$ cat config.mk
export PLATFORM = sky130hd
export DESIGN_NAME = i2c_tick_gen
export DESIGN_NICKNAME = d
export VERILOG_FILES = /design/src/i2c_tick_gen.sv
export VERILOG_INCLUDE_DIRS = /design/src /design/src/src
export SDC_FILE = /design/constraint.sdc
export NUM_CORES = 1
export LEC_CHECK = 0
export BUFFER_PORTS_ARGS = -buffer_cell sky130_fd_sc_hd__buf_4
export CORE_AREA = 3 3 40 42
export CTS_CLUSTER_SIZE = 24
export DETAILED_ROUTE_END_ITERATION = 6
export DIE_AREA = 0 0 43 45
export PLACE_DENSITY_LB_ADDON = 0.08
export SETUP_SLACK_MARGIN = 0.2
export SLEW_MARGIN = 20
export SYNTH_ARGS = -nofsm -noshare
export SYNTH_HDL_FRONTEND = slang
export SYNTH_SLANG_ARGS = --single-unit
$ cat constraint.sdc
create_clock -name clk -period 2.5 [get_ports clk]
set_input_delay 0.375 -clock clk [delete_from_list [all_inputs] [get_ports clk]]
set_output_delay 0.375 -clock clk [all_outputs]
set_load 0.01 [all_outputs]
$ cat src/i2c_settings.svh
`ifndef I2C_SETTINGS_SVH
`define I2C_SETTINGS_SVH

// --------------------
// Bus timing
// --------------------
`define I2C_CLK_HZ 25_000_000            // System clock
`define I2C_SCL_HZ 100_000               // Standard mode SCL

// Four ticks per SCL period, 62 cycles each
`define I2C_QUARTER_DIV (`I2C_CLK_HZ / (4 * `I2C_SCL_HZ))

// --------------------
// Target device
// --------------------
`define I2C_DEV_ADDR 7'h48               // Fixed 7-bit slave address

`endif

$ cat src/i2c_tick_gen.sv
`timescale 1ns/1ps
`include "i2c_settings.svh"

module i2c_tick_gen (
    input  logic clk,
    input  logic reset_n,
    input  logic tick_en,   // High while a bit command runs
    output logic tick       // Quarter SCL period pulse
);

    localparam logic [9:0] LAST = 10'(`I2C_QUARTER_DIV - 1);

    logic [9:0] cnt;  // Divider count

    always_ff @(posedge clk or negedge reset_n) begin
        if (!reset_n) begin
            cnt  <= '0;
            tick <= 1'b0;
        end else if (!tick_en) begin
            cnt  <= '0;                 // Restart phase on next enable
            tick <= 1'b0;
        end else if (cnt == LAST) begin
            cnt  <= '0;
            tick <= 1'b1;               // One cycle wide
        end else begin
            cnt  <= cnt + 10'd1;
            tick <= 1'b0;
        end
    end

    // No stray tick once the bit engine has gone idle
    a_tick_needs_en : assert property (@(posedge clk) disable iff (!reset_n)
        !$past(tick_en) |-> !tick);

endmodule

==> results of run 1 <==
-- layout make-up --
class / count / area, sq um / area share
clock buffers: 4 / 26.3 / 0.0422
inverters: 2 / 7.51 / 0.0120
multi-input cells: 43 / 263 / 0.422
flip-flops and latches: 11 / 275 / 0.442
well taps: 15 / 18.8 / 0.0301
repair buffers: 4 / 32.5 / 0.0522
-- what timing repair did --
| item | CTS | global route |
|---|---|---|
| setup endpoints to repair | 0 | 0 |
| hold buffers | 1 | 0 |
| hold endpoints to repair | 11 | 0 |
-- kinds of logic (layout without fill, tap and decap cells) --
family          count (synthesis)  after routing
compound gates                  9              9
xor+xnor                        4              4
fa+ha+maj                       2              2
buf+inv                         3             10
flops                          11             11
simple gates                   28             28
-- cell usage after synthesis --
cell       n
buf_4      1
nor2_1     8
nor4b_1    1
o21ai_2    1
nand4b_1   1
nand3_1    4
and4_4     1
or3b_1     1
nand2_1    5
nor4_1     1
o21ai_0    3
a21oi_2    1
nor3_1     1
xnor2_1    1
a21oi_1    3
nand4_1    3
ha_1       2
a31oi_1    1
inv_1      2
xor2_1     3
nand2_2    1
dfrtp_1   11
and3_1     1
-- tightest hold or removal path: cells and delay by family --
kind                   cells  cell delay (ns)
and+or+nand+nor            1             0.04
AOI/OAI and AO/OA          1             0.06
buffers and inverters      1             0.13
-- layout by cell type (no fill, tap or decap) --
cell type and instances:
dfrtp_1 11, nor2_1 8, nand2_1 5, nand3_1 4
nand4_1 3, xor2_1 3, a21oi_1 3, o21ai_0 3
clkbuf_4 3, buf_4 3, inv_1 2, ha_1 2
and4_4 1, nand2_2 1, nor4_1 1, or3b_1 1
a21oi_2 1, nand4b_1 1, a31oi_1 1, o21ai_2 1
xnor2_1 1, and3_1 1, nor4b_1 1, nor3_1 1
clkbuf_1 1, dlygate4sd3_1 1
-- stage by stage --
stage | util | area [sq um] | setup WS [ns] | total power, uW | cells
6_report | 0.485 | 623 | 1.01 | 337 | 79
5_1_grt | 0.485 | 623 | 0.932 | 353 | 79
4_1_cts | 0.485 | 623 | 1.03 | 341 | 79
3_5_place_dp | 0.457 | 587 | 1.06 | 216 | 74
3_3_place_gp | 0.457 | 587 | 1.04 | 216 | 74
2_1_floorplan | - | 553 | 1.18 | 205 | 57
-- metal layers --
metal | wire length [microns] | up-vias | global-route usage | part of all wire
li1 | - | 217 | - | -
met1 | 584 | 201 | 0.175 | 0.54
met2 | 425 | 8 | 0.171 | 0.39
met3 | 40 | 4 | 0.0239 | 0.037
met4 | 28 | 0 | 0.108 | 0.026
met5 | 0 | - | 0 | 0
-- power by group --
part,internal (uW),switching [uW]
clock,61.8,61.1
sequential,182,7.94
combinational,9.03,15.2
total,253,84.2
-- final timing paths --
| check | startpoint | endpoint | slack, ns | depth (start not counted) |
|---|---|---|---|---|
| min in group asynchronous | reset_n | cnt[8] | 0.46 | 2 |
| max in group asynchronous | reset_n | cnt[5] | 1.89 | 2 |
| worst min-delay path | tick_en | cnt[5] | 0.37 | 3 |
| worst max-delay path | cnt[6] | cnt[2] | 1.01 | 4 |
| worst min register to register | cnt[9] | cnt[9] | 0.57 | 2 |
| worst max register to register | cnt[6] | cnt[2] | 1.01 | 4 |
-- registers in the layout, indices dropped and copies added (netlist names) --
signal,count
tick,1
cnt,10
==> reports/results.ini, run 1 <==
[grt]
grt_usage=0.127
overflow=0
grt_start_max_net_pins=12
first_global_vias=385
antenna_found_initial=0
grt_pass1_wl_mm=1.76

[timing]
rsz0062_at_grt=false
drv_slew=0
holdWs_ns=0.375
skew_ns=0.00476
min_period_over_period=0.597
setup_viol=0
worstMarginPinSlew_ns=0.373
maxSlewHeadroom=0.749
tns_ns=0
maxClockFrequency_mhz=670
hold_viol=0
fin_crit_ns=1.49

[clock_tree]
cts_made_buffers=3
cts_root_buffer=clkbuf_4
htree_num_levels=1
cts_setup_buffers=0
clkTransAtPathRegs_ns=0.07
clk_latency_ns=0.27
cts.sinks=11
clk_path_buf_depth=2
cts_tree=done
cts-resized-gates=0

[floorplan]
die_w_microns=43
core_sq_um=1280
start_util=0.430
io_pins=4
dieArea_sq_um=1940
fp-row-count=13
die_h_microns=45

[yosys]
synth_top_family_by_area=simple AND/OR/NAND/NOR gates
yosys.area_share.adder=0.0452
synthTopCellsByArea=dfrtp_1 50%, nor2_1 5.4%, xor2_1 4.8%
synth_warnings=0
synth_seq_cells=11
synth_xor_area_frac=0.0633
synth_top_area_share=0.498
syn_avg_cell_area_sq_um=9.70
muxShareOfSynthArea=0
synth_cells=57
syn_nets=62
synthesis.area_sq_um=553
synth_compound_area_frac=0.0973
synthSimpleGateAreaFrac=0.269
yosys.area.top_type=dfrtp_1
ys_types=23
ys_seq_area_frac=0.498

[worst_setup_path]
critPathSlowestCell=dfrtp_1
critPathMaxFanout=6
required_ns=2.65
crit_chain=nor4_1 > nand2_1 > o21ai_2 > nor2_1
crit_family=simple AND/OR/NAND/NOR gates
path_buf_inv=0
critPathArrivalTime_ns=1.65
critPathMaxStageDelay_ns=0.43
setup.worst_path.start_class=flip-flop
crit_type=flip-flop to flip-flop
end_kind=flip-flop

[cells_and_area]
n_antenna_cell=0
fill_cells=120
area_growth_pct=12.7
drive_above_1_share=0.156
finalNetCount=70

[placement]
dp_hpwl_microns=774
globalplace.congestion=0.840
numPortBuffers=3

[route]
vias=430
viasPerCell=5.44
routed_wl_mm=1.08
drtIter0Drc=8
firstDrtPassIters=4
antenna_left=0
route.detailed.drc=0
wl_per_cell_microns=13.7

[flow_run]
drv_cap=0

[power_and_ir_drop]
ir_worst_vdd_v=0.000263
power_density_nw_per_um2=540
p_leak_uw=0.000269

[min_path]
hold_class=input pin to flip-flop

[outcome]
status=complete, no violations

Note: power is estimated with default switching activity, not from simulation.
==> inputs of run 2 (changes only) <==
Settings changed: ABC_AREA set to 1.
Clock period 2.5 ns to 1.49 ns, I/O delays scaled along.
==> run 2 against run 1 <==
Via count is 0.93% lower; total power is 62% higher; cell count is 18% higher; area after synthesis is 5.9% higher; count of clock-buffer cells in the layout stayed put; clock skew is 0.0025 ns lower; critical path depth is 2 higher; core utilization is 3.3 points higher; non-clock buffer count stayed put; worst hold slack worse by 0.13 ns.
==> reports/results.ini, run 2 <==
[outcome]
status=complete, no violations

[yosys]
synth_warnings=0
synth_most_common_cell=nand2_1
ys_seq_area_frac=0.470
yosys_most_used_dff=dfrtp_1
synthesis.area_sq_um=586
ys_types=14
syn_avg_cell_area_sq_um=8.37
async_flop_share=1.00
synthTopCellsByArea=dfrtp_1 47%, nand2_1 12%, nor2_1 9.6%
syn_nets=75
synth_cells=70
synth_seq_cells=11
synth_edf_count=0
yosys.area.top_type=dfrtp_1
synthTopCellsByCount=19 x nand2_1, 15 x nor2_1, 11 x dfrtp_1, 8 x inv_1, 4 x nand3_1
synth_top_area_share=0.470

[cells_and_area]
fill_cells=122
top_register=cnt
multi_input_area_sq_um=283
n_antenna_cell=0
area_growth_pct=13.7
mostFrequentLayoutCell=nand2_1
post-route-util=0.518
drive_above_1_share=0.179
seq_area_sq_um=275
reg_top3=cnt: 10 flops, tick: 1 flops
largest_register_ffs=10
final_cell_mix=19 x nand2_1, 15 x nor2_1, 11 x dfrtp_1
finalNetCount=84

[min_path]
hold_class=input pin to flip-flop

[power_and_ir_drop]
p_leak_uw=0.000291
ir_worst_vdd_v=0.000482
power_density_nw_per_um2=822
finalPower_uw=547

[grt]
grt_start_max_net_pins=12
first_global_vias=408
overflow=0
grt_pass1_wl_mm=1.75
grt_usage=0.127
antenna_found_initial=0

[floorplan]
dieArea_sq_um=1940
die_h_microns=45
die_w_microns=43
start_util=0.456
fp-row-count=13
core_sq_um=1280
io_pins=4

[timing]
setup_slack_ns=0.341
tns_ns=0
skew_ns=0.00223
worstMarginPinSlew_ns=0.160
fin_crit_ns=1.15
min_period_over_period=0.771
maxClockFrequency_mhz=870
maxSlewHeadroom=0.893
drv_slew=0
hold_viol=0
setup_viol=0
rsz0062_at_grt=false

[worst_setup_path]
critPathArrivalTime_ns=1.31
required_ns=1.65
setup.worst_path.start_class=flip-flop
critPathMaxFanout=4
end_kind=flip-flop
crit_type=flip-flop to flip-flop

[clock_tree]
cts.sinks=11
clk_latency_ns=0.26
htree_num_levels=1
cts_setup_buffers=0
clk_path_buf_depth=2
cts_root_buffer=clkbuf_4
cts_tree=done
clkTransAtPathRegs_ns=0.07
cts_made_buffers=3

[route]
firstDrtPassIters=4
route.detailed.drc=0
vias=426
drtIter0Drc=6
antenna_left=0
wl_per_cell_microns=9.72
viasPerCell=4.58
routed_wl_microns=904

[placement]
numPortBuffers=3
post-place-ws_ns=0.318
dp_hpwl_microns=708
globalplace.congestion=0.710

[flow_run]
drv_cap=0

==> run 2: where the power goes <==
group	total [uW]	switching, uW	internal [uW]
clock network	201	97.5	103
logic	33.8	19.4	14.4
registers	312	7.49	305
==> run 2: cell type report <==
| class | instances | share of cell area |
|---|---|---|
| Clock buffer | 4 | 0.0395 |
| Multi-Input combinational cell | 51 | 0.425 |
| Inverter | 8 | 0.0451 |
| Timing Repair Buffer | 4 | 0.0489 |
| Sequential cell | 11 | 0.414 |
| Tap cell | 15 | 0.0282 |
==> run 2: through the flow <==
step	cells	cell area, sq um	hold WS [ns]
6_report	93	666	0.245
4_1_cts	93	663	0.250
5_1_grt	93	666	0.264
2_1_floorplan	70	586	-0.0721
3_5_place_dp	88	627	0.0686
3_3_place_gp	88	627	0.0672
==> run 2: what timing repair did <==
item / CTS / global route
gates resized for setup: 0 / 1
setup endpoints to repair: 0 / 2
hold endpoints to repair: 11 / 0
hold buffers: 1 / 0
==> run 2: layer usage <==
layer | up-vias | routed length (microns) | GRT usage
met1 | 189 | 477 | 0.173
met5 | - | 0 | 0
met4 | 0 | 9 | 0.0904
li1 | 229 | - | -
met2 | 6 | 391 | 0.174
met3 | 2 | 26 | 0.0359
==> run 2: final timing paths <==
kind	start	slack [ns]	end	depth (start not counted)
hold / removal	tick_en	0.25	cnt[2]	3
min in group asynchronous	reset_n	0.32	cnt[7]	2
setup / recovery	cnt[0]	0.34	cnt[8]	6
setup reg to reg	cnt[0]	0.34	cnt[8]	6
hold reg to reg	cnt[0]	0.51	cnt[0]	1
max in group asynchronous	reset_n	1.02	cnt[1]	2
==> run 2: cell families after synthesis <==
logic type      synth area share
buf+inv                   0.0513
xor+xnor                  0.0449
fa+ha+maj                 0.0427
simple gates               0.378
flops                      0.470
compound gates            0.0128
==> run 2: worst max-delay path, cell delays in order, from the launching register on <==
cell and delay, ns:
dfrtp_1 0.41, ha_2 0.23, inv_1 0.07, nor2_4 0.13
nand3_1 0.09, nand2_1 0.08, nor2_1 0.04
==> inputs of run 3 (changes only) <==
Clock period 1.49 ns to 1.1 ns, I/O delays scaled along.
==> run 3 against run 2 <==
The flow now finishes with violations (setup timing); non-clock buffer count is 7 higher; clock power rose by 31%; worst setup slack lost 0.35 ns; core utilization increased by 8.0 points; count of clock-buffer cells in the layout did not move; critical path type unchanged; largest cell class unchanged; largest power group unchanged.
==> reports/results.ini, run 3 (synthesized netlist as in run 2, its figures left out) <==
[clock_tree]
cts_root_buffer=clkbuf_4
cts_tree=done
clk_path_buf_depth=2
htree_num_levels=1
cts.sinks=11
clkTransAtPathRegs_ns=0.06
cts_made_buffers=3
clk_latency_ns=0.26

[timing]
maxClockFrequency_mhz=901
setup_viol=2
skew_ns=0.000182
drv_slew=0
min_period_over_period=1.01
worstMarginPinSlew_ns=0.199
rsz0062_at_grt=true
fin_crit_ns=1.11
holdWs_ns=0.187
maxSlewHeadroom=0.867
setup_slack_ns=-0.0102
hold_viol=0

[floorplan]
die_w_microns=43
io_pins=4
die_h_microns=45
dieArea_sq_um=1940
start_util=0.456
core_sq_um=1280
fp-row-count=13

[power_and_ir_drop]
pwr-share-seq=0.559
internal_power_uw=595
finalPower_uw=773
ir_worst_vdd_v=0.000720
switching_share=0.231
power_frac_comb=0.100
switchingPower_uw=179
p_leak_uw=0.000323
pwr-share-clk=0.341
power_density_nw_per_um2=1010

[cells_and_area]
post-route-util=0.598
finalNetCount=91
n_antenna_cell=0
top_register=cnt
drive_above_1_share=0.318
final_cell_mix=19 x nand2_1, 13 x nor2_1, 9 x dfrtp_1, 9 x buf_4, 7 x inv_1
reg_top3=cnt: 10 flops, tick: 1 flops
fin_area_sq_um=768
area_growth_pct=31.2
fill_cells=123
mostFrequentLayoutCell=nand2_1
largest_register_ffs=10

[worst_setup_path]
critPathArrivalTime_ns=1.30
required_ns=1.29
end_kind=flip-flop
reg2reg_slack_ns=-0.01
setup.worst_path.start_class=flip-flop
crit_type=flip-flop to flip-flop
critPathMaxFanout=7

[route]
routed_wl_mm=1.08
route.detailed.drc=0
firstDrtPassIters=2
maxUsedRoutingLayer=met4
met2_length_microns=517
drtIter0Drc=3
antenna_left=0
wl_met3_microns=20
vias=458
viasPerCell=4.58
wl_met1_microns=500
wl_per_cell_microns=10.8

[outcome]
violations=setup timing
status=finished, violations left

[grt]
grt_start_max_net_pins=12
first_global_vias=413
grt_usage=0.132
grt_pass1_wl_mm=1.78
antenna_found_initial=0
overflow=0

[placement]
numPortBuffers=3
dp_hpwl_microns=723
globalplace.congestion=0.741
placed_area_sq_um=639

[flow_run]
drv_cap=0

[min_path]
hold_class=input pin to flip-flop

run 3: cell count changes in the layout (fill, tap and decap cells not counted), moves of 2 or more:
cell	before	now
ha_4	0	2
dfrtp_2	0	2
buf_4	3	9
nor2_2	0	2
nor2_1	15	13
dfrtp_1	11	9
run 3: routing by layer:
layer	GRT usage	vias up
met4	0.127	0
li1	-	243
met3	0.0239	5
met5	0	-
met2	0.189	5
met1	0.167	205
run 3: critical path, stage by stage (launching register included):
cell	delay (ns)
dfrtp_2	0.46
buf_4	0.16
ha_4	0.16
nand4_4	0.07
nand2_4	0.09
nor2_1	0.11
run 3: area by class of cell:
type                    count  area (sq um)  share of cell area
multi-input cells          51           327               0.425
flip-flops and latches     11           278               0.362
repair buffers             11          88.8               0.116
inverters                   8          30.0              0.0391
clock buffers               4          26.3              0.0342
well taps                  15          18.8              0.0244
run 3: final timing paths:
path | start | to | depth (start not counted)
max in group asynchronous | reset_n | cnt[1] | 2
worst max-delay path | cnt[0] | cnt[2] | 5
min in group asynchronous | reset_n | cnt[2] | 2
worst min register to register | cnt[4] | cnt[4] | 2
worst max register to register | cnt[0] | cnt[2] | 5
worst min-delay path | tick_en | cnt[9] | 3
run 3: repair_timing:
item	CTS	global route
gates cloned	0	0
hold buffers	1	0
endpoints found under the hold margin	11	0
buffers inserted	4	3
gates resized for setup	4	5
pin swaps	8	9
setup endpoints to repair	12	12
run 3: stage by stage:
step,TNS (ns),instances,worst slack (ns)
after floorplan,0,70,0.101
after global placement,0,88,0.0144
after detailed placement,0,88,0.0152
after CTS,0,97,0.0194
after global routing,-0.476,100,-0.0738
final,-0.0119,100,-0.0102
run 3: power groups by stage:
stage / Sequential, uW / Clock [uW] / Combinational, uW
after floorplan: 432 / 0 / 26.9
after global placement: 434 / 0 / 47.2
after detailed placement: 434 / 0 / 46.3
after CTS: 426 / 279 / 59.3
after global routing: 433 / 307 / 86.1
final: 432 / 264 / 77.3
