==> config.mk <==
export PLATFORM = sky130hd
export DESIGN_NAME = i2c_byte_ctrl
export DESIGN_NICKNAME = d
export VERILOG_FILES = /design/src/i2c_pkg.sv /design/src/i2c_byte_ctrl.sv
export VERILOG_INCLUDE_DIRS = /design/src /design/src/src
export SDC_FILE = /design/constraint.sdc
export NUM_CORES = 1
export LEC_CHECK = 0
export BUFFER_PORTS_ARGS = -buffer_cell sky130_fd_sc_hd__buf_2
export CORE_ASPECT_RATIO = 0.75
export CORE_MARGIN = 4
export CORE_UTILIZATION = 55
export CTS_CLUSTER_DIAMETER = 100
export DETAILED_ROUTE_END_ITERATION = 16
export PLACE_DENSITY = 0.78
export RECOVER_POWER = 100
export SLEW_MARGIN = 25
export SYNTH_ARGS = -nofsm -noshare
export SYNTH_HDL_FRONTEND = slang
export SYNTH_SLANG_ARGS = --single-unit
==> constraint.sdc <==
create_clock -name clk -period 2.6 [get_ports clk]
set_input_delay 0.52 -clock clk [delete_from_list [all_inputs] [get_ports clk]]
set_output_delay 0.52 -clock clk [all_outputs]
set_load 0.02 [all_outputs]
==> src/i2c_settings.svh <==
`ifndef I2C_SETTINGS_SVH
`define I2C_SETTINGS_SVH

// --------------------
// Bus timing
// --------------------
`define I2C_CLK_HZ 25_000_000            // System clock
`define I2C_SCL_HZ 100_000               // Standard mode SCL

// Four ticks per SCL period, 62 cycles each
`define I2C_QUARTER_DIV (`I2C_CLK_HZ / (4 * `I2C_SCL_HZ))

// --------------------
// Target device
// --------------------
`define I2C_DEV_ADDR 7'h48               // Fixed 7-bit slave address

`endif

==> src/i2c_pkg.sv <==
package i2c_pkg;

    // --------------------
    // Bit level commands
    // --------------------
    typedef enum logic [1:0] {
        BIT_START = 2'd0,   // SDA falls under high SCL
        BIT_STOP  = 2'd1,   // SDA rises under high SCL
        BIT_WRITE = 2'd2,   // Drive one data bit
        BIT_READ  = 2'd3    // Release SDA and sample
    } bit_cmd_e;

    // Byte sequencer states
    typedef enum logic [3:0] {
        SEQ_IDLE      = 4'd0,
        SEQ_START     = 4'd1,
        SEQ_ADDR      = 4'd2,
        SEQ_ADDR_ACK  = 4'd3,
        SEQ_WRITE     = 4'd4,
        SEQ_WRITE_ACK = 4'd5,
        SEQ_READ      = 4'd6,
        SEQ_READ_NACK = 4'd7,
        SEQ_STOP      = 4'd8
    } seq_state_e;

    // --------------------
    // Bundles
    // --------------------
    typedef struct packed {
        logic       rw;         // 1 = read
        logic [7:0] wdata;      // Byte to write
    } i2c_req_t;

    typedef struct packed {
        logic [7:0] rdata;      // Byte read back
        logic       ack_error;  // Slave missed an ACK
    } i2c_rsp_t;

    typedef struct packed {
        bit_cmd_e cmd;
        logic     din;          // Bit to put on SDA
    } bit_req_t;

endpackage

==> src/i2c_byte_ctrl.sv <==
`timescale 1ns/1ps
`include "i2c_settings.svh"

module i2c_byte_ctrl (
    input  logic              clk,
    input  logic              reset_n,
    input  logic              load,       // Transaction strobe
    input  i2c_pkg::i2c_req_t req,
    input  logic              bit_done,
    input  logic              dout,       // Bit sampled by the bit engine
    output logic              busy,
    output logic              bit_go,
    output i2c_pkg::bit_req_t bit_req,
    output i2c_pkg::i2c_rsp_t rsp
);

    import i2c_pkg::*;

    seq_state_e state;
    i2c_req_t   req_q;      // Latched request
    logic [7:0] shreg;      // Outgoing bits MSB first, or incoming read bits
    logic [2:0] bit_cnt;    // Bits left after the current one
    logic       ack_err;
    logic [7:0] addr_byte;

    assign addr_byte = {`I2C_DEV_ADDR, req_q.rw};  // R/W in the LSB

    // --------------------
    // Transaction FSM
    // --------------------
    always_ff @(posedge clk or negedge reset_n) begin
        if (!reset_n) begin
            state   <= SEQ_IDLE;
            busy    <= 1'b0;
            bit_go  <= 1'b0;
            bit_req <= '{cmd: BIT_START, din: 1'b1};
            bit_cnt <= 3'd0;
            ack_err <= 1'b0;
            rsp     <= '0;
        end else begin
            bit_go <= 1'b0;  // Single cycle pulse
            case (state)
                SEQ_IDLE: begin
                    if (load) begin
                        busy    <= 1'b1;
                        ack_err <= 1'b0;
                        bit_go  <= 1'b1;
                        bit_req <= '{cmd: BIT_START, din: 1'b1};
                        state   <= SEQ_START;
                    end
                end

                SEQ_START: if (bit_done) begin
                    bit_go  <= 1'b1;
                    bit_req <= '{cmd: BIT_WRITE, din: addr_byte[7]};
                    bit_cnt <= 3'd7;
                    state   <= SEQ_ADDR;
                end

                SEQ_ADDR, SEQ_WRITE: if (bit_done) begin
                    bit_go <= 1'b1;
                    if (bit_cnt == 3'd0) begin
                        bit_req <= '{cmd: BIT_READ, din: 1'b1};  // ACK slot
                        state   <= (state == SEQ_ADDR) ? SEQ_ADDR_ACK : SEQ_WRITE_ACK;
                    end else begin
                        bit_req <= '{cmd: BIT_WRITE, din: shreg[7]};
                        bit_cnt <= bit_cnt - 3'd1;
                    end
                end

                SEQ_ADDR_ACK: if (bit_done) begin
                    bit_go  <= 1'b1;
                    bit_cnt <= 3'd7;
                    if (dout) begin
                        ack_err <= 1'b1;                      // No device answered
                        bit_req <= '{cmd: BIT_STOP, din: 1'b1};
                        state   <= SEQ_STOP;
                    end else if (req_q.rw) begin
                        bit_req <= '{cmd: BIT_READ, din: 1'b1};
                        state   <= SEQ_READ;
                    end else begin
                        bit_req <= '{cmd: BIT_WRITE, din: req_q.wdata[7]};
                        state   <= SEQ_WRITE;
                    end
                end

                SEQ_WRITE_ACK: if (bit_done) begin
                    ack_err <= dout;                          // High = NACK on data
                    bit_go  <= 1'b1;
                    bit_req <= '{cmd: BIT_STOP, din: 1'b1};
                    state   <= SEQ_STOP;
                end

                SEQ_READ: if (bit_done) begin
                    bit_go <= 1'b1;
                    if (bit_cnt == 3'd0) begin
                        bit_req <= '{cmd: BIT_WRITE, din: 1'b1};  // NACK ends the read
                        state   <= SEQ_READ_NACK;
                    end else begin
                        bit_req <= '{cmd: BIT_READ, din: 1'b1};
                        bit_cnt <= bit_cnt - 3'd1;
                    end
                end

                SEQ_READ_NACK: if (bit_done) begin
                    bit_go  <= 1'b1;
                    bit_req <= '{cmd: BIT_STOP, din: 1'b1};
                    state   <= SEQ_STOP;
                end

                SEQ_STOP: if (bit_done) begin
                    busy  <= 1'b0;
                    rsp   <= '{rdata: shreg, ack_error: ack_err};
                    state <= SEQ_IDLE;
                end

                default: state <= SEQ_IDLE;
            endcase
        end
    end

    // --------------------
    // Data path
    // --------------------
    always_ff @(posedge clk) begin
        if (state == SEQ_IDLE && load) begin
            req_q <= req;
        end
        if (bit_done) begin
            case (state)
                SEQ_START:    shreg <= {addr_byte[6:0], 1'b0};
                SEQ_ADDR_ACK: shreg <= {req_q.wdata[6:0], 1'b0};  // Unused on read
                SEQ_ADDR,
                SEQ_WRITE:    shreg <= {shreg[6:0], 1'b0};        // Empties to zero
                SEQ_READ:     shreg <= {shreg[6:0], dout};        // MSB arrives first
                default:      ;
            endcase
        end
    end

    // --------------------
    // Checks
    // --------------------
    a_go_in_busy : assert property (@(posedge clk) disable iff (!reset_n)
        bit_go |-> busy);

    a_state_legal : assert property (@(posedge clk) disable iff (!reset_n)
        state inside {SEQ_IDLE, SEQ_START, SEQ_ADDR, SEQ_ADDR_ACK, SEQ_WRITE,
                      SEQ_WRITE_ACK, SEQ_READ, SEQ_READ_NACK, SEQ_STOP});

endmodule

==> results of run 1 <==
==> path summary, 6_finish.rpt <==
path / from / endpoint / slack, ns / cells after the start
setup / recovery: state[0] / req_q[1] / 0.44 / 3
hold / removal: req[4] / req_q[4] / 0.39 / 1
setup reg to reg: state[0] / req_q[1] / 0.44 / 3
hold reg to reg: busy / busy / 0.49 / 1
max in group asynchronous: reset_n / rsp[4] / 1.41 / 1
min in group asynchronous: reset_n / rsp[8] / 0.46 / 1
==> state kept, by name (all words and copies together) (netlist names) <==
signal and count:
busy 1, req_q 8, shreg 8, rsp 9, ack_err 1, state 4
bit_req 3, bit_go 1, bit_cnt 3, addr_byte 1
==> critical path: cells and delay by family (launching register included) <==
| family | cells | cell delay [ns] |
|---|---|---|
| flip-flops | 1 | 0.56 |
| buffers and inverters | 1 | 0.44 |
| AND/OR/NAND/NOR | 2 | 0.80 |
==> logic make-up (layout without fill, tap and decap cells) <==
logic type	Yosys count	in the layout
muxes	9	9
buffers and inverters	11	40
adders and majority gates	2	2
and+or+nand+nor	42	42
DFF	39	39
AOI/OAI and AO/OA	40	40
==> per-stage QoR <==
stage | power, mW | util | area, um2 | hold slack (ns)
floorplan | 1.90 | - | 1770 | 0.224
global placement | 2.11 | 0.640 | 1920 | 0.460
detailed placement | 2.18 | 0.640 | 1920 | 0.475
CTS | 2.68 | 0.676 | 2030 | 0.202
global route | 2.79 | 0.661 | 1980 | 0.381
finish | 2.60 | 0.661 | 1980 | 0.393
==> power by group through the flow <==
stage	combinational [mW]	sequential [mW]	clock (mW)
floorplan	0.726	1.17	0
global placement	0.966	1.15	0
detailed placement	1.01	1.16	0
CTS	1.02	1.15	0.503
global route	1.06	1.19	0.540
finish	0.950	1.15	0.496
==> metal layers <==
metal / wire length, um / track usage / vias up
met2: 1690 / 0.282 / 39
met3: 244 / 0.0687 / 4
met1: 1610 / 0.264 / 603
met5: 0 / 0 / -
li1: - / - / 588
met4: 29 / 0.0568 / 0
==> placed cells by master, fill, tap and decap left out, types with 2 or more instances in the layout <==
cell type,Yosys,routed
inv_1,4,4
nand2_1,6,6
nand3_1,1,2
ha_1,2,2
nor2_1,11,11
a22o_1,5,5
nor3_1,4,4
mux2_2,9,9
buf_2,1,12
a21oi_1,11,11
nand2b_1,7,7
a21o_1,4,5
clkbuf_1,5,16
clkbuf_8,0,5
nor3b_1,2,2
edfxtp_1,17,17
dfrtp_1,21,21
o21ai_0,6,6
==> final cells by class <==
type | count | area, um2
Tap cell | 38 | 47.5
Clock buffer | 5 | 68.8
Clock inverter | 3 | 38.8
Fill cell | 244 | 1020
Multi-Input combinational cell | 93 | 629
Inverter | 4 | 15.0
Timing Repair Buffer | 28 | 120
Sequential cell | 39 | 1060
==> results.md, run 1 <==
* Outcome: finished clean
* Largest net degree at the start of global routing at 23
* Final Cycle Share at 0.832
* Req. time, crit path at 2.54 ns
* Pins Over Slew Limit at 0
* Layout Nets at 187
* Wire length per cell at 17.0 um
* Place WS at 0.611 ns
* Post-synthesis adder-cell area fraction at 0.0142
* MaxCap Viol Count at 0
* First-pass GRT wire length at 5.95 mm
* Post-Syn Area at 1770 um2
* Minimum clock period at 2.16 ns
* Area contributors post-synth: dfrtp_1 30%, edfxtp_1 29%, mux2_2 5.7%
* Multiplexer area fraction after synthesis at 0.0574
* Primary FF master, synth: dfrtp_1
* Non-Filler Instances at 210
* CP max stage cell: or4b_1
* Core area at 3000 um2
* Asr flop ratio synth at 0.564
* Post-DP HPWL at 2.50 mm
* Worst slew pin tran at 1.23 ns
* Synth area leader: dfrtp_1
* DR DRC count at 0
* Setup bufs post-CTS at 0
* Post-DR vias/cell at 5.88
* Routability cong. at 0.837
* Post-synth EDFFs at 17
* Cells after Synth at 143
* TritonRoute pass-1 iters at 4
* Clk_skew at 0.00511 ns
* Combinational share of power at 0.365
* H-Tree Depth at 2
* Relative slew slack at 0.178
* Layout cell share with drive strength beyond 1 at 0.180
* Synthesized Nets at 159
* Final setup viols at 0
* Total GRT Usage at 0.190
* DR vias at 1234
* Vias in the first global route at 1233
* Placed Instances at 202
* Yosys reg bits at 39
* Crit path max fanout at 19
* Clock tree buffer depth at 2
* Share of total power in the clock network at 0.191
* GRT overflow at 0
* Clock transition at path regs at 0.08 ns
* CP cell instances: or4b_1 -> nor2_1 -> clkbuf_1
* Die X-Extent at 73.4 um
* Post-synth top cells: 21 x dfrtp_1, 17 x edfxtp_1, 11 x a21oi_1, 11 x nor2_1, 9 x mux2_2
* Initial antenna violation count at 0
* Switching power total at 1.01 mW
* VDD IR max at 0.736 mV
* RSZ-0062 raised after global routing: false
* Internal Power at 1.59 mW
* Crit path launch type: register
* Setup tns final at 0 ns
* Clock Latency Late Sink at 0.30 ns
* Pwr/cell area at 1310 nW/um2
* CTS buffer count at 5
* Syn_area_per_cell at 12.3 um2
* Ports at 28
* CTS Hold Bufs at 0
* XOR/XNOR Fraction of Synth Area at 0
* Simple-Gate Fraction of Synth Area at 0.134
* CTS Root Cell: clkbuf_8
* Count leader, synth: dfrtp_1
* Fmax at 462 MHz
* Hold WC Path Type: in -> reg
* WS Path Type: reg -> reg
* Register share of total power at 0.444
* Yosys top cell area share at 0.298
* Largest family of logic cells by synthesized area: compound AO/OA/AOI/OAI gates
* Setup WS post-layout at 0.437 ns
* Hold Vio Cnt, Final at 0
* Post-synthesis sequential area ratio at 0.602
* 1st-iter DRT viols at 103
* CTS tree: built
* Port bufs at 27
* Detail Route Antenna Nets at 0
* Clock Sinks at 39
* Warning count from the yosys run at 0
* Area grow syn2layout at 12.3%
* Number of core rows at 17
* Die area at 4190 um2
* Worst Setup End Kind: register
* Routed wire length at 3.57 mm
* Switching Share at 0.389
* Initial Utilization at 0.589
* LEAKAGE at 0.821 nW
* Post-synthesis cell type count at 44
* Critical path arrival at 2.10 ns
* Crit path largest cell delay at 0.62 ns
* Post-synthesis compound-gate area fraction at 0.164
* Antenna cell count at 0
* Post-cts sizing count at 0
* Die Ht at 57.1 um
No activity file was read; power rests on OpenSTA's default activity.
==> inputs of run 2 (changes only) <==
==> constraint.sdc (replaced) <==
create_clock -name clk -period 2.09 [get_ports clk]
set_input_delay 0.418 -clock clk [delete_from_list [all_inputs] [get_ports clk]]
set_output_delay 0.418 -clock clk [all_outputs]
set_load 0.02 [all_outputs]
==> run 2 against run 1 <==
Routed wire length increased by 1.3%; sequential power increased by 23%; clock skew decreased by 0.00060 ns; clock power increased by 26%; critical path type unchanged; critical endpoint is now shreg[1]; largest power group unchanged.
==> results.md, run 2 (synthesis results as in run 1) <==
* CTS Root Cell: clkbuf_8
* Regs by FF count: rsp (9), req_q (8), shreg (8)
* Hold Crit Depth at 1 (unchanged)
* Clock Latency Late Sink at 0.29 ns (about the same)
* Routability cong. at 0.888 (+6.1%)
* Most flops, register: rsp
* Met2 Use GR at 0.273 (-0.00892)
* Final Cycle Share at 0.900 (+0.0683)
* Port bufs at 27 (unchanged)
* Hold_ws at 0.294 ns (-0.0996 ns)
* R2R setup slack at 0.21 ns (-0.23 ns)
* Met1 Resource Use GR at 0.267 (+0.00320)
* HP Start: req[4]
* Largest net degree at the start of global routing at 23 (unchanged)
* CTS tree: built
* Critical path arrival at 1.93 ns (-0.17 ns)
* Hold Vio Cnt, Final at 0 (unchanged)
* Layout cell share with drive strength beyond 1 at 0.213 (+0.0333)
* Detail Route Antenna Nets at 0 (unchanged)
* Routed wire length at 3.62 mm (+1.3%)
* DR DRC count at 0 (unchanged)
* Clk_skew at 0.00451 ns (-0.000603 ns)
* Fillers at 233 (-4.5%)
* H-Tree Depth at 2 (unchanged)
* CP max stage cell: dfrtp_1
* LEAKAGE at 0.853 nW (+3.9%)
* Post-DR vias/cell at 5.92 (+0.77%)
* RSZ-0062 raised after global routing: false
* Met3 global-route usage at 0.0440 (-0.0246)
* Core area at 3000 um2 (unchanged)
* Pins Over Slew Limit at 0 (unchanged)
* CTS Hold Bufs at 0 (unchanged)
* Initial antenna violation count at 0 (unchanged)
* Setup tns final at 0 ns (unchanged)
* Relative slew slack at 0.173 (-0.00469)
* Total GRT Usage at 0.187 (-0.00350)
* 1st-iter DRT viols at 111 (+7.8%)
* DR vias at 1279 (+3.6%)
* Pwr/cell area at 1640 nW/um2 (+25%)
* Final setup viols at 0 (unchanged)
* Setup bufs post-CTS at 0 (unchanged)
* Minimum clock period at 1.88 ns (-0.282 ns)
* Clock tree buffer depth at 2 (unchanged)
* Power Total at 3.34 mW (+28%)
* CP cell instances: or2_2 -> and2_1 -> nor3b_1 -> a221o_1
* Initial Utilization at 0.589 (unchanged)
* Crit path max fanout at 16 (-3)
* Number of core rows at 17 (unchanged)
* VDD IR max at 0.658 mV (-11%)
* Crit path launch type: register
* Clock transition at path regs at 0.08 ns (about the same)
* Number of flip-flops in the largest register at 9 (unchanged)
* Antenna cell count at 0 (unchanged)
* Most frequent cells in the layout: 21 x dfrtp_1, 18 x clkbuf_1, 17 x edfxtp_1
* Hold endpoint: req_q[4]
* Post-DP HPWL at 2.55 mm (+2.3%)
* Ports at 28 (unchanged)
* Die area at 4190 um2 (unchanged)
* Setup crit start: state[2]
* Die X-Extent at 73.4 um (unchanged)
* Worst Setup End Kind: register
* CTS buffer count at 5 (unchanged)
* FF-to-FF End: shreg[1]
* Area grow syn2layout at 15.4%
* Fmax at 531 MHz (+15%)
* First-pass GRT wire length at 5.90 mm (-0.92%)
* Worst slew pin tran at 1.24 ns (+0.00703 ns)
* Wire length per cell at 16.8 um (-1.5%)
* Outcome: finished clean
* Most crowded layer after global routing: met2
* Vias in the first global route at 1235 (+0.16%)
* MaxCap Viol Count at 0 (unchanged)
* WS Path Type: reg -> reg
* Die Ht at 57.1 um (unchanged)
* Crit path largest cell delay at 0.61 ns (about the same)
* R2R cell count at 4 (+1)
* Clock Sinks at 39 (unchanged)
* Layout Nets at 193 (+3.2%)
* Req. time, crit path at 2.14 ns (-0.40 ns)
* Post-cts sizing count at 0 (unchanged)
* TritonRoute pass-1 iters at 4 (unchanged)
* Commonest non-fill, non-tap cell in the layout: dfrtp_1
* GRT overflow at 0 (unchanged)
* Worst R2R Start: state[2]
* Hold WC Path Type: in -> reg
run 2: changes by cell type in the layout (fill, tap and decap cells not counted), sizes merged:
cell | before | now
clkbuf | 21 | 24
buf | 12 | 15
run 2: worst max-delay path by stage:
stage                   end  slack (ns)  cells past startpoint
2_1_floorplan  addr_byte[0]        0.26                      3
3_3_place_gp       shreg[1]        0.32                      4
3_5_place_dp       shreg[1]        0.21                      4
4_1_cts            shreg[1]        0.23                      4
5_1_grt        addr_byte[0]         0.1                      3
6_report           shreg[1]        0.21                      4
run 2: power breakdown:
group,leakage (nW),switching (mW),internal (mW),total [mW]
registers,0.429,0.240,1.17,1.41
clock network,0.0581,0.271,0.355,0.626
logic,0.366,0.787,0.520,1.31
total,0.853,1.30,2.04,3.34
run 2: worst max-delay path: cells and delay by family (launching register included):
family | cells | cell delay [ns]
AOI/OAI and AO/OA | 1 | 0.27
DFF | 1 | 0.61
and+or+nand+nor | 3 | 0.75
run 2: routing by layer:
metal  part of all wire  up-vias  wire length, um
li1                   -      603                -
met1               0.46      620             1670
met2               0.46       47             1660
met3              0.057        9              207
met4              0.021        0               77
met5                  0        -                0
run 2: layout make-up:
type,instances,area (um2),share of cell area
clock buffer,5,68.8,0.0338
clock inverter,3,43.8,0.0215
inverter,4,15.0,0.00737
multi-input combinational,93,642,0.315
sequential,39,1060,0.522
tap,38,47.5,0.0233
timing repair buffer,34,158,0.0774
run 2: through the flow:
step	setup WS [ns]	instance area (um2)	std cells	utilization
floorplan	0.260	1770	143	-
global placement	0.315	1970	208	0.655
detailed placement	0.210	1970	208	0.655
CTS	0.225	2080	216	0.693
global route	0.0956	2040	216	0.679
finish	0.208	2040	216	0.679
