[src/i2c_settings.svh]
`ifndef I2C_SETTINGS_SVH
`define I2C_SETTINGS_SVH

// --------------------
// Bus timing
// --------------------
`define I2C_CLK_HZ 25_000_000            // System clock
`define I2C_SCL_HZ 100_000               // Standard mode SCL

// Four ticks per SCL period, 62 cycles each
`define I2C_QUARTER_DIV (`I2C_CLK_HZ / (4 * `I2C_SCL_HZ))

// --------------------
// Target device
// --------------------
`define I2C_DEV_ADDR 7'h48               // Fixed 7-bit slave address

`endif

[src/i2c_pkg.sv]
package i2c_pkg;

    // --------------------
    // Bit level commands
    // --------------------
    typedef enum logic [1:0] {
        BIT_START = 2'd0,   // SDA falls under high SCL
        BIT_STOP  = 2'd1,   // SDA rises under high SCL
        BIT_WRITE = 2'd2,   // Drive one data bit
        BIT_READ  = 2'd3    // Release SDA and sample
    } bit_cmd_e;

    // Byte sequencer states
    typedef enum logic [3:0] {
        SEQ_IDLE      = 4'd0,
        SEQ_START     = 4'd1,
        SEQ_ADDR      = 4'd2,
        SEQ_ADDR_ACK  = 4'd3,
        SEQ_WRITE     = 4'd4,
        SEQ_WRITE_ACK = 4'd5,
        SEQ_READ      = 4'd6,
        SEQ_READ_NACK = 4'd7,
        SEQ_STOP      = 4'd8
    } seq_state_e;

    // --------------------
    // Bundles
    // --------------------
    typedef struct packed {
        logic       rw;         // 1 = read
        logic [7:0] wdata;      // Byte to write
    } i2c_req_t;

    typedef struct packed {
        logic [7:0] rdata;      // Byte read back
        logic       ack_error;  // Slave missed an ACK
    } i2c_rsp_t;

    typedef struct packed {
        bit_cmd_e cmd;
        logic     din;          // Bit to put on SDA
    } bit_req_t;

endpackage

[src/i2c_bit_ctrl.sv]
`timescale 1ns/1ps

module i2c_bit_ctrl (
    input  logic              clk,
    input  logic              reset_n,
    input  logic              bit_go,     // Start one bit command
    input  i2c_pkg::bit_req_t bit_req,
    input  logic              tick,       // Quarter period strobe
    input  logic              sda_in,     // SDA pad read-back
    output logic              tick_en,
    output logic              bit_done,   // One cycle after the fourth tick
    output logic              dout,       // Sampled SDA
    output logic              scl_oe,     // 1 pulls SCL low
    output logic              sda_oe      // 1 pulls SDA low
);

    import i2c_pkg::*;

    bit_req_t   cur;      // Command in flight
    logic       active;
    logic [1:0] phase;    // Quarter within the bit

    assign tick_en = active;  // Divider runs only during a command

    // --------------------
    // Phase sequencing
    // --------------------
    always_ff @(posedge clk or negedge reset_n) begin
        if (!reset_n) begin
            active   <= 1'b0;
            phase    <= 2'd0;
            bit_done <= 1'b0;
            dout     <= 1'b0;
            scl_oe   <= 1'b0;   // Both lines released
            sda_oe   <= 1'b0;
        end else begin
            bit_done <= 1'b0;
            if (bit_go) begin
                active <= 1'b1;
                phase  <= 2'd0;
                // Phase 0 entry actions
                case (bit_req.cmd)
                    BIT_START: sda_oe <= 1'b0;  // SDA released first
                    default:   scl_oe <= 1'b1;  // SCL low before SDA moves
                endcase
            end else if (active) begin
                // Data set one cycle after SCL went low
                if (phase == 2'd0 && cur.cmd == BIT_WRITE) begin
                    sda_oe <= ~cur.din;
                end
                if (phase == 2'd0 && cur.cmd == BIT_READ) begin
                    sda_oe <= 1'b0;     // Let the slave drive
                end

                if (tick) begin
                    phase <= phase + 2'd1;
                    case (cur.cmd)
                        BIT_START: begin
                            case (phase)
                                2'd0:    scl_oe <= 1'b0;  // SCL high
                                2'd1:    sda_oe <= 1'b1;  // START edge
                                2'd2:    scl_oe <= 1'b1;  // SCL low
                                default: ;
                            endcase
                        end
                        BIT_STOP: begin
                            case (phase)
                                2'd0:    sda_oe <= 1'b1;  // SDA low under low SCL
                                2'd1:    scl_oe <= 1'b0;  // SCL high
                                2'd2:    sda_oe <= 1'b0;  // STOP edge
                                default: ;
                            endcase
                        end
                        default: begin
                            // Write and read share the clock shape
                            if (phase == 2'd1) begin
                                scl_oe <= 1'b0;           // Rising SCL
                            end
                            if (phase == 2'd2) begin
                                dout <= sda_in;           // Mid high period
                            end
                        end
                    endcase

                    if (phase == 2'd3) begin
                        active   <= 1'b0;
                        bit_done <= 1'b1;
                    end
                end
            end
        end
    end

    // Command register holds until the next go
    always_ff @(posedge clk) begin
        if (bit_go) begin
            cur <= bit_req;
        end
    end

    // --------------------
    // Checks
    // --------------------
    // Sequencer keeps one command outstanding
    a_no_overlap : assert property (@(posedge clk) disable iff (!reset_n)
        bit_go |-> !active);

    // SDA moves under released SCL only as START or STOP
    a_sda_stable : assert property (@(posedge clk) disable iff (!reset_n)
        ($changed(sda_oe) && !scl_oe && !$past(scl_oe))
            |-> (cur.cmd inside {BIT_START, BIT_STOP}));

endmodule

[config.mk]
export PLATFORM = sky130hd
export DESIGN_NAME = i2c_bit_ctrl
export DESIGN_NICKNAME = d
export VERILOG_FILES = /design/src/i2c_settings.svh /design/src/i2c_pkg.sv /design/src/i2c_bit_ctrl.sv
export SDC_FILE = /design/constraint.sdc
export NUM_CORES = 1
export LEC_CHECK = 0
export BUFFER_PORTS_ARGS = -buffer_cell sky130_fd_sc_hd__buf_2
export CORE_AREA = 2 2 39 41
export CTS_CLUSTER_DIAMETER = 120
export DETAILED_ROUTE_END_ITERATION = 12
export DIE_AREA = 0 0 41 43
export PLACE_DENSITY = 0.61
export SETUP_SLACK_MARGIN = 0.1
export SYNTH_ARGS = -nofsm -noshare
export SYNTH_HDL_FRONTEND = slang
export SYNTH_SLANG_ARGS = --single-unit
[constraint.sdc]
create_clock -name clk -period 1.9 [get_ports clk]
set_input_delay 0.38 -clock clk [delete_from_list [all_inputs] [get_ports clk]]
set_output_delay 0.38 -clock clk [all_outputs]
set_load 0.02 [all_outputs]
==> results of run 1 <==
-- logic make-up (layout without fill, tap and decap cells) --
logic type      after synthesis  count (layout)  synth area share [%]
mux                           1               1                  2.13
compound gates               12              12                  14.9
fa+ha+maj                     4               4                  9.46
simple gates                 17              17                  19.4
xor+xnor                      1               1                  1.66
buf+inv                       3              19                  2.36
flops                        10              10                  50.1
-- metal layers --
layer  part of all wire, %  vias up  track usage (%)
met1                    45      180             20.5
met3                   5.3        2             3.14
met4                  0.95        0             8.00
met2                    49       14             20.0
li1                      -      206                -
met5                     0        -                0
-- synth_stat cells, types with 2 or more instances --
cell	number	area share, %
dfrtp_1	7	33
nand2_1	6	4.3
o21ai_0	5	4.7
ha_1	4	9.5
edfxtp_1	3	17
inv_1	2	1.4
nand4_1	2	2.4
nor2_1	2	1.4
-- final timing paths --
check | slack [ns] | start | end
worst min-delay path | 0.29 | bit_req[0] | cur[0]
worst min register to register | 0.49 | dout | dout
worst max register to register | 0.55 | phase[1] | sda_oe
max in group asynchronous | 1.27 | reset_n | tick_en
min in group asynchronous | 0.48 | reset_n | sda_oe
worst max-delay path | 0.55 | phase[1] | sda_oe
-- power by group --
group / switching, mW / internal (mW)
Clock: 0.0731 / 0.0758
Sequential: 0.0202 / 0.245
Combinational: 0.0619 / 0.0477
Total: 0.155 / 0.369
-- what timing repair did --
| item | 4_1_cts | 5_1_grt |
|---|---|---|
| hold endpoints to repair | 7 | 0 |
| buffers inserted | 0 | 0 |
| hold buffers | 1 | 0 |
-- stage by stage --
step,util (%),hold slack [ns]
after CTS,46.3,0.287
after floorplan,-,0.0844
after global placement,43.7,0.225
after detailed placement,43.7,0.225
final,46.3,0.292
after global routing,46.3,0.280
-- layout by cell type (no fill, tap or decap), drive strengths merged, types with 2 or more instances in the layout --
cell,instances
buf,12
o21ai,6
nor2b,2
ha,4
nand2,6
nand4,2
clkbuf,3
nor3b,2
edfxtp,3
nor2,2
dfrtp,7
inv,2
-- flip-flops by register name, summed over array words and instances (netlist names) --
| register | cells |
|---|---|
| sda_oe | 1 |
| bit_done | 1 |
| dout | 1 |
| scl_oe | 1 |
| cur | 3 |
| phase | 2 |
| tick_en | 1 |
-- cell type report --
cell class | instances | area (um^2)
clock buffers | 3 | 22.5
clock inverters | 1 | 3.75
fillers | 135 | 743
inverters | 2 | 7.51
multi-input cells | 35 | 251
flip-flops and latches | 10 | 265
well taps | 16 | 20.0
repair buffers | 13 | 70.1
==> reports/metrics.yaml, run 1 <==
status:
  status: "complete, no violations"
detailed_routing:
  viasPerCell: 5.03
  routed_wl_um: 946
  wl_per_cell_um: 11.8
  vias: 402
  route.detailed.drc: 0
  drt_pass1_iterations: 4
  ant_nets: 0
  drtIter0Drc: 20
global_route:
  grt_antenna_before_repair: 0
  grt_max_degree: 11
  grt_pass1_vias: 395
  grtUsageTotal_pct: 14.5
  grt_pass1_wl_mm: 1.71
  globalRouteOverflowTotal: 0
yosys:
  yosys_warnings: 0
  synth_edf_count: 3
  synth_async_sr_flop_share_pct: 70.0
  syn_nets: 60
  synthCells: 48
  syn_avg_cell_area_um2: 11.0
  synth_seq_area_share_pct: 50.1
  ys_ff_latch: 10
  synth.distinct_cells: 25
  synth_area_um2: 529
  synth_ff_type: "dfrtp_1"
critical_path:
  worstSetupPathType: "reg2reg"
  start_kind: "flip-flop"
  endpoint_kind: "flip-flop"
  critPathTopFamily: "flip-flops"
  path_cells: "inv_1 > ha_1 > nor2b_1 > o21ai_1 > and4b_1 > a311oi_2"
  path_buf_inv: 1
  cp.arrival_ns: 1.53
  worstPathMaxFanout: 5
  required_ns: 2.07
  cp_slowest_cell: "dfrtp_1"
  slowest_delay_ns: 0.43
  crit_cells: 6
  reg2regPathDepth: 6
placed_design:
  port-buffer-count: 12
  dpl.cell_count: 75
  placed_area_um2: 604
  gp_congestion: 0.713
  dp_hpwl_um: 738
  place_ws_ns: 0.557
clock_network:
  cts_tree: "done"
  cts_resized: 0
  cts_sinks: 10
  clock_latency_ns: 0.26
  h-tree-depth: 1
  clock_path_buffers: 2
  clk_pin_slew_worst_paths_ns: 0.07
  cts_buffers: 3
  root_buffer: "clkbuf_4"
floorplan:
  dieArea_um2: 1760
  io_pins: 13
  die_w_um: 41
  fp-row-count: 14
  start_util_pct: 38.2
  die_h_um: 43
  core_area_um2: 1380
power_and_ir_drop:
  p_per_area_nw_per_um2: 818
  ir_drop_v: 0.000349
  p_leak_nw: 0.285
  power.total_mw: 0.524
sta:
  period_minus_slack_ns: 1.35
  worst_pin_slew_ns: 0.203
  finalCritPeriodShare_pct: 71.3
  setup_ws_ns: 0.545
  fmax_mhz: 738
  hold_viol: 0
  max_slew_margin_pct: 86.3
  final_max_slew_viol_count: 0
  finClkSkew_ns: 0.000177
  finalSetupViolations: 0
  rsz0062_at_grt: "no"
  tns_ns: 0
min_path:
  hp-class: "in2reg"
  holdPathStages: 1
final_layout:
  fin_cells: 80
  syn2layout_area_growth_pct: 21.0
  num_antenna_cells: 0
  drive_gt1_share_pct: 28.1
  nets: 77
  design_area_um2: 641
flow_run:
  max_cap_viol_count: 0
Power figures use the tool's default switching activity.
==> inputs of run 2 (changes only) <==
- PLACE_DENSITY: 0.61 -> 0.64
- clock period: 1.9 -> 1.16 ns (I/O delays scaled with it)
==> run 2 against run 1 <==
Against the previous run: the run now ends with negative setup slack left; sequential power is 66% higher; cell area grew 22%; combinational power rose to 2.6 times the previous value; critical path depth fell by 1; largest power group unchanged; highest routed layer is now met3.
==> reports/metrics.yaml, run 2 (same netlist as run 1, synthesis figures left out) <==
final_layout:
  biggestRegsByFlops: "cur x3, phase x2"
  most-common-layout-cells: "9 x buf_4, 8 x buf_2, 6 x nand2_1, 6 x buf_6, 5 x dfrtp_1"
  largest_register_ffs: 3
  num_antenna_cells: 0
  layout_commonest_cell: "buf_4"
  syn2layout_area_growth_pct: 48.2
  fin_cells: 91
  fin_util_pct: 56.7
  nets: 88
  top_register: "cur"
  drive_gt1_share_pct: 48.0
  design_area_um2: 785
placed_design:
  gp_congestion: 0.727
  dp_hpwl_um: 816
  dpl.cell_count: 81
  placed_area_um2: 653
  port-buffer-count: 12
critical_path:
  crit_start: "phase[0]"
  required_ns: 1.34
  start_kind: "flip-flop"
  worstPathMaxFanout: 4
  endpoint_kind: "flip-flop"
  worstSetupPathType: "reg2reg"
  cp.arrival_ns: 1.50
  timing.rr.start: "phase[0]"
floorplan:
  fp-row-count: 14
  core_area_um2: 1380
  die_h_um: 43
  die_w_um: 41
  dieArea_um2: 1760
  start_util_pct: 38.2
  io_pins: 13
detailed_routing:
  drt_pass1_iterations: 3
  drtIter0Drc: 3
  wl_per_cell_um: 13.2
  ant_nets: 0
  route.detailed.drc: 0
  vias: 456
  routed_wl_mm: 1.20
  viasPerCell: 5.01
sta:
  finalSetupViolations: 3
  period_minus_slack_ns: 1.31
  worst_pin_slew_ns: 0.237
  hold_viol: 0
  rsz0062_at_grt: "yes"
  finClkSkew_ns: 0.0121
  max_slew_margin_pct: 84.2
  final_max_slew_viol_count: 0
  finalCritPeriodShare_pct: 113
  setup_ws_ns: -0.154
  fmax_mhz: 761
global_route:
  grtUsageTotal_pct: 16.3
  grt_max_degree: 10
  grt_pass1_vias: 428
  globalRouteOverflowTotal: 0
  grt_pass1_wl_mm: 1.84
  grt_antenna_before_repair: 0
power_and_ir_drop:
  ir_drop_v: 0.000808
  p_per_area_nw_per_um2: 1250
  p_leak_nw: 0.350
  power.total_mw: 0.977
clock_network:
  root_buffer: "clkbuf_4"
  clock_path_buffers: 2
  cts_tree: "done"
  clk_pin_slew_worst_paths_ns: 0.07
  h-tree-depth: 1
  clock_latency_ns: 0.27
  cts_sinks: 10
  cts_buffers: 3
status:
  violations: "negative setup slack"
  status: "complete, but fails checks"
min_path:
  hp-class: "in2reg"
  min_from: "bit_req[0]"
flow_run:
  max_cap_viol_count: 0
## run 2: cell count changes in the layout (fill, tap and decap cells not counted), moves of 2 or more
cell / previous run / this run
buf_2: 12 / 8
buf_4: 0 / 9
buf_6: 0 / 6
dfrtp_1: 7 / 5
dfrtp_2: 0 / 2
ha_1: 4 / 2
## run 2: critical path, cell delays in order (launching register included)
cell      delay, ns
dfrtp_2        0.45
buf_6          0.14
nor3b_2        0.18
o21ai_1        0.07
and4b_1        0.18
a311oi_2       0.23
## run 2: worst paths after layout
check,end,slack (ns),cells after the start
hold / removal,cur[0],0.16,1
hold reg to reg,dout,0.53,1
setup / recovery,sda_oe,-0.15,5
setup reg to reg,sda_oe,-0.15,5
min in group asynchronous,sda_oe,0.33,2
max in group asynchronous,tick_en,0.64,2
## run 2: routing by layer
layer | part of all wire, % | GRT usage [%]
met4 | 0 | 4.00
met3 | 6.3 | 9.42
met1 | 42 | 18.2
met2 | 51 | 25.6
met5 | 0 | 0
## run 2: through the flow
stage	setup TNS, ns	hold WS [ns]	worst slack (ns)
after floorplan	-0.151	-0.0636	-0.0927
after global placement	-0.178	0.0765	-0.0923
after detailed placement	-0.227	0.0818	-0.127
after CTS	-0.214	0.150	-0.111
after global routing	-0.534	0.137	-0.213
final	-0.293	0.156	-0.154
## run 2: power by group
group	internal, mW	switching [mW]	leakage (nW)
registers	0.403	0.0379	0.112
clock network	0.133	0.122	0.0150
logic	0.156	0.126	0.223
## run 2: what timing repair did
item,CTS,global route
setup endpoints to repair,5,10
buffers inserted,3,2
hold endpoints to repair,7,0
hold buffers,1,0
gates resized for setup,7,11
pin swaps,0,2
## run 2: layout make-up
cell class	instances	area [um^2]
sequential	10	268
timing repair buffer	24	185
tap	16	20.0
multi-input combinational	35	278
inverter	2	7.51
clock buffer	4	26.3
fill	121	599
==> inputs of run 3 (changes only) <==
- MAX_ROUTING_LAYER: unset -> met4
==> run 3 against run 2 <==
Against the previous run: the run still ends with negative setup slack left; via count increased by 2.2%; non-clock buffer count increased by 2; clock-buffer cell count unchanged; clock power about the same; wire length decreased by 5.2%; utilization increased by 1.9 points; die area unchanged; worst hold slack got worse by 0.00080 ns; cell count increased by 2.2%; clock skew decreased by 0.00076 ns; first-iteration DRC count increased by 33%; sequential share of layout area decreased by 1.3 points; highest routed layer unchanged.
==> reports/metrics.yaml, run 3 (same netlist as run 1, synthesis figures left out) <==
status:
  status: "complete, but fails checks"
  violations: "negative setup slack"
placed_design:
  dp_hpwl_um: 816
  gp_congestion: 0.736
  port-buffer-count: 12
  place_ws_ns: -0.127
global_route:
  grt_max_degree: 10
  grt_pass1_vias: 428
  grtUsageTotal_pct: 16.6
  globalRouteOverflowTotal: 0
  grt_antenna_before_repair: 0
  grt_pass1_wl_mm: 1.83
final_layout:
  top_register: "cur"
  layout_commonest_cell: "buf_4"
  syn2layout_area_growth_pct: 53.2
  most-common-layout-cells: "12 x buf_4, 8 x buf_2, 6 x nand2_1, 6 x dfrtp_1"
  drive_gt1_share_pct: 51.9
  nets: 90
  biggestRegsByFlops: "cur x3, phase x2"
  num_antenna_cells: 0
  largest_register_ffs: 3
critical_path:
  endpoint_kind: "flip-flop"
  worstPathMaxFanout: 3
  worstSetupPathType: "reg2reg"
  required_ns: 1.34
  cp.arrival_ns: 1.44
  start_kind: "flip-flop"
power_and_ir_drop:
  p_leak_nw: 0.363
  ir_drop_v: 0.000830
  p_per_area_nw_per_um2: 1230
floorplan:
  die_h_um: 43
  core_area_um2: 1380
  fp-row-count: 14
  dieArea_um2: 1760
  io_pins: 13
  start_util_pct: 38.2
  die_w_um: 41
sta:
  max_slew_margin_pct: 84.5
  finalSetupViolations: 2
  rsz0062_at_grt: "yes"
  worst_pin_slew_ns: 0.232
  finClkSkew_ns: 0.0113
  fmax_mhz: 796
  tns_ns: -0.160
  period_minus_slack_ns: 1.26
  setup_ws_ns: -0.0967
  hold_viol: 0
  finalCritPeriodShare_pct: 108
  final_max_slew_viol_count: 0
clock_network:
  root_buffer: "clkbuf_4"
  clk_pin_slew_worst_paths_ns: 0.07
  cts_buffers: 3
  clock_path_buffers: 2
  clock_latency_ns: 0.27
  h-tree-depth: 1
  cts_sinks: 10
  cts_tree: "done"
detailed_routing:
  drtIter0Drc: 4
  vias: 466
  viasPerCell: 5.01
  wl_per_cell_um: 12.3
  drt_pass1_iterations: 4
  route.detailed.drc: 0
  routed_wl_mm: 1.14
  ant_nets: 0
flow_run:
  max_cap_viol_count: 0
min_path:
  hp-class: "in2reg"
run 3: changes by cell type in the layout (fill, tap and decap cells not counted), sizes merged:
cell,before,now
buf,23,25
run 3: timing repair:
item	4_1_cts	5_1_grt
pin swaps	0	1
endpoints found under the setup margin	5	10
hold endpoints to repair	7	0
gates resized for setup	7	12
buffers inserted	3	4
gates cloned	0	0
hold buffers	1	0
run 3: worst paths after layout:
kind | slack, ns | cells past startpoint | startpoint | end
worst min-delay path | 0.16 | 1 | bit_req[0] | cur[0]
worst max register to register | -0.1 | 6 | phase[1] | sda_oe
min in group asynchronous | 0.33 | 2 | reset_n | sda_oe
worst max-delay path | -0.1 | 6 | phase[1] | sda_oe
max in group asynchronous | 0.64 | 2 | reset_n | tick_en
worst min register to register | 0.55 | 1 | dout | dout
run 3: where the power goes:
part / internal (mW) / switching [mW]
Clock: 0.133 / 0.121
Sequential: 0.402 / 0.0349
Combinational: 0.172 / 0.131
run 3: critical path, stage by stage (launching register included):
cell and delay (ns):
dfrtp_1 0.41, inv_2 0.07, ha_2 0.17, nor2b_4 0.12
o21ai_1 0.06, and4b_1 0.18, a311oi_2 0.18
run 3: per-stage QoR:
stage	cells	cell area [um^2]	power, mW	utilization, %	hold slack [ns]
2_1_floorplan	48	533	0.556	-	-0.0636
3_3_place_gp	81	653	0.643	47.2	0.0765
3_5_place_dp	81	653	0.650	47.2	0.0818
4_1_cts	89	731	0.938	52.8	0.150
5_1_grt	93	811	1.06	58.6	0.137
6_report	93	811	0.995	58.6	0.156
run 3: cell type report:
class	instances	area (um^2)
Tap cell	16	20.0
Inverter	2	7.51
Multi-Input combinational cell	35	294
Sequential cell	10	267
Fill cell	111	573
Clock buffer	4	26.3
Timing Repair Buffer	26	196
run 3: routing by layer:
metal	global-route usage [%]	part of all wire [%]	up-vias
met1	17.9	43	221
li1	-	-	232
met2	25.6	51	13
met3	9.42	6.2	0
met5	-	0	-
met4	4.00	0	0
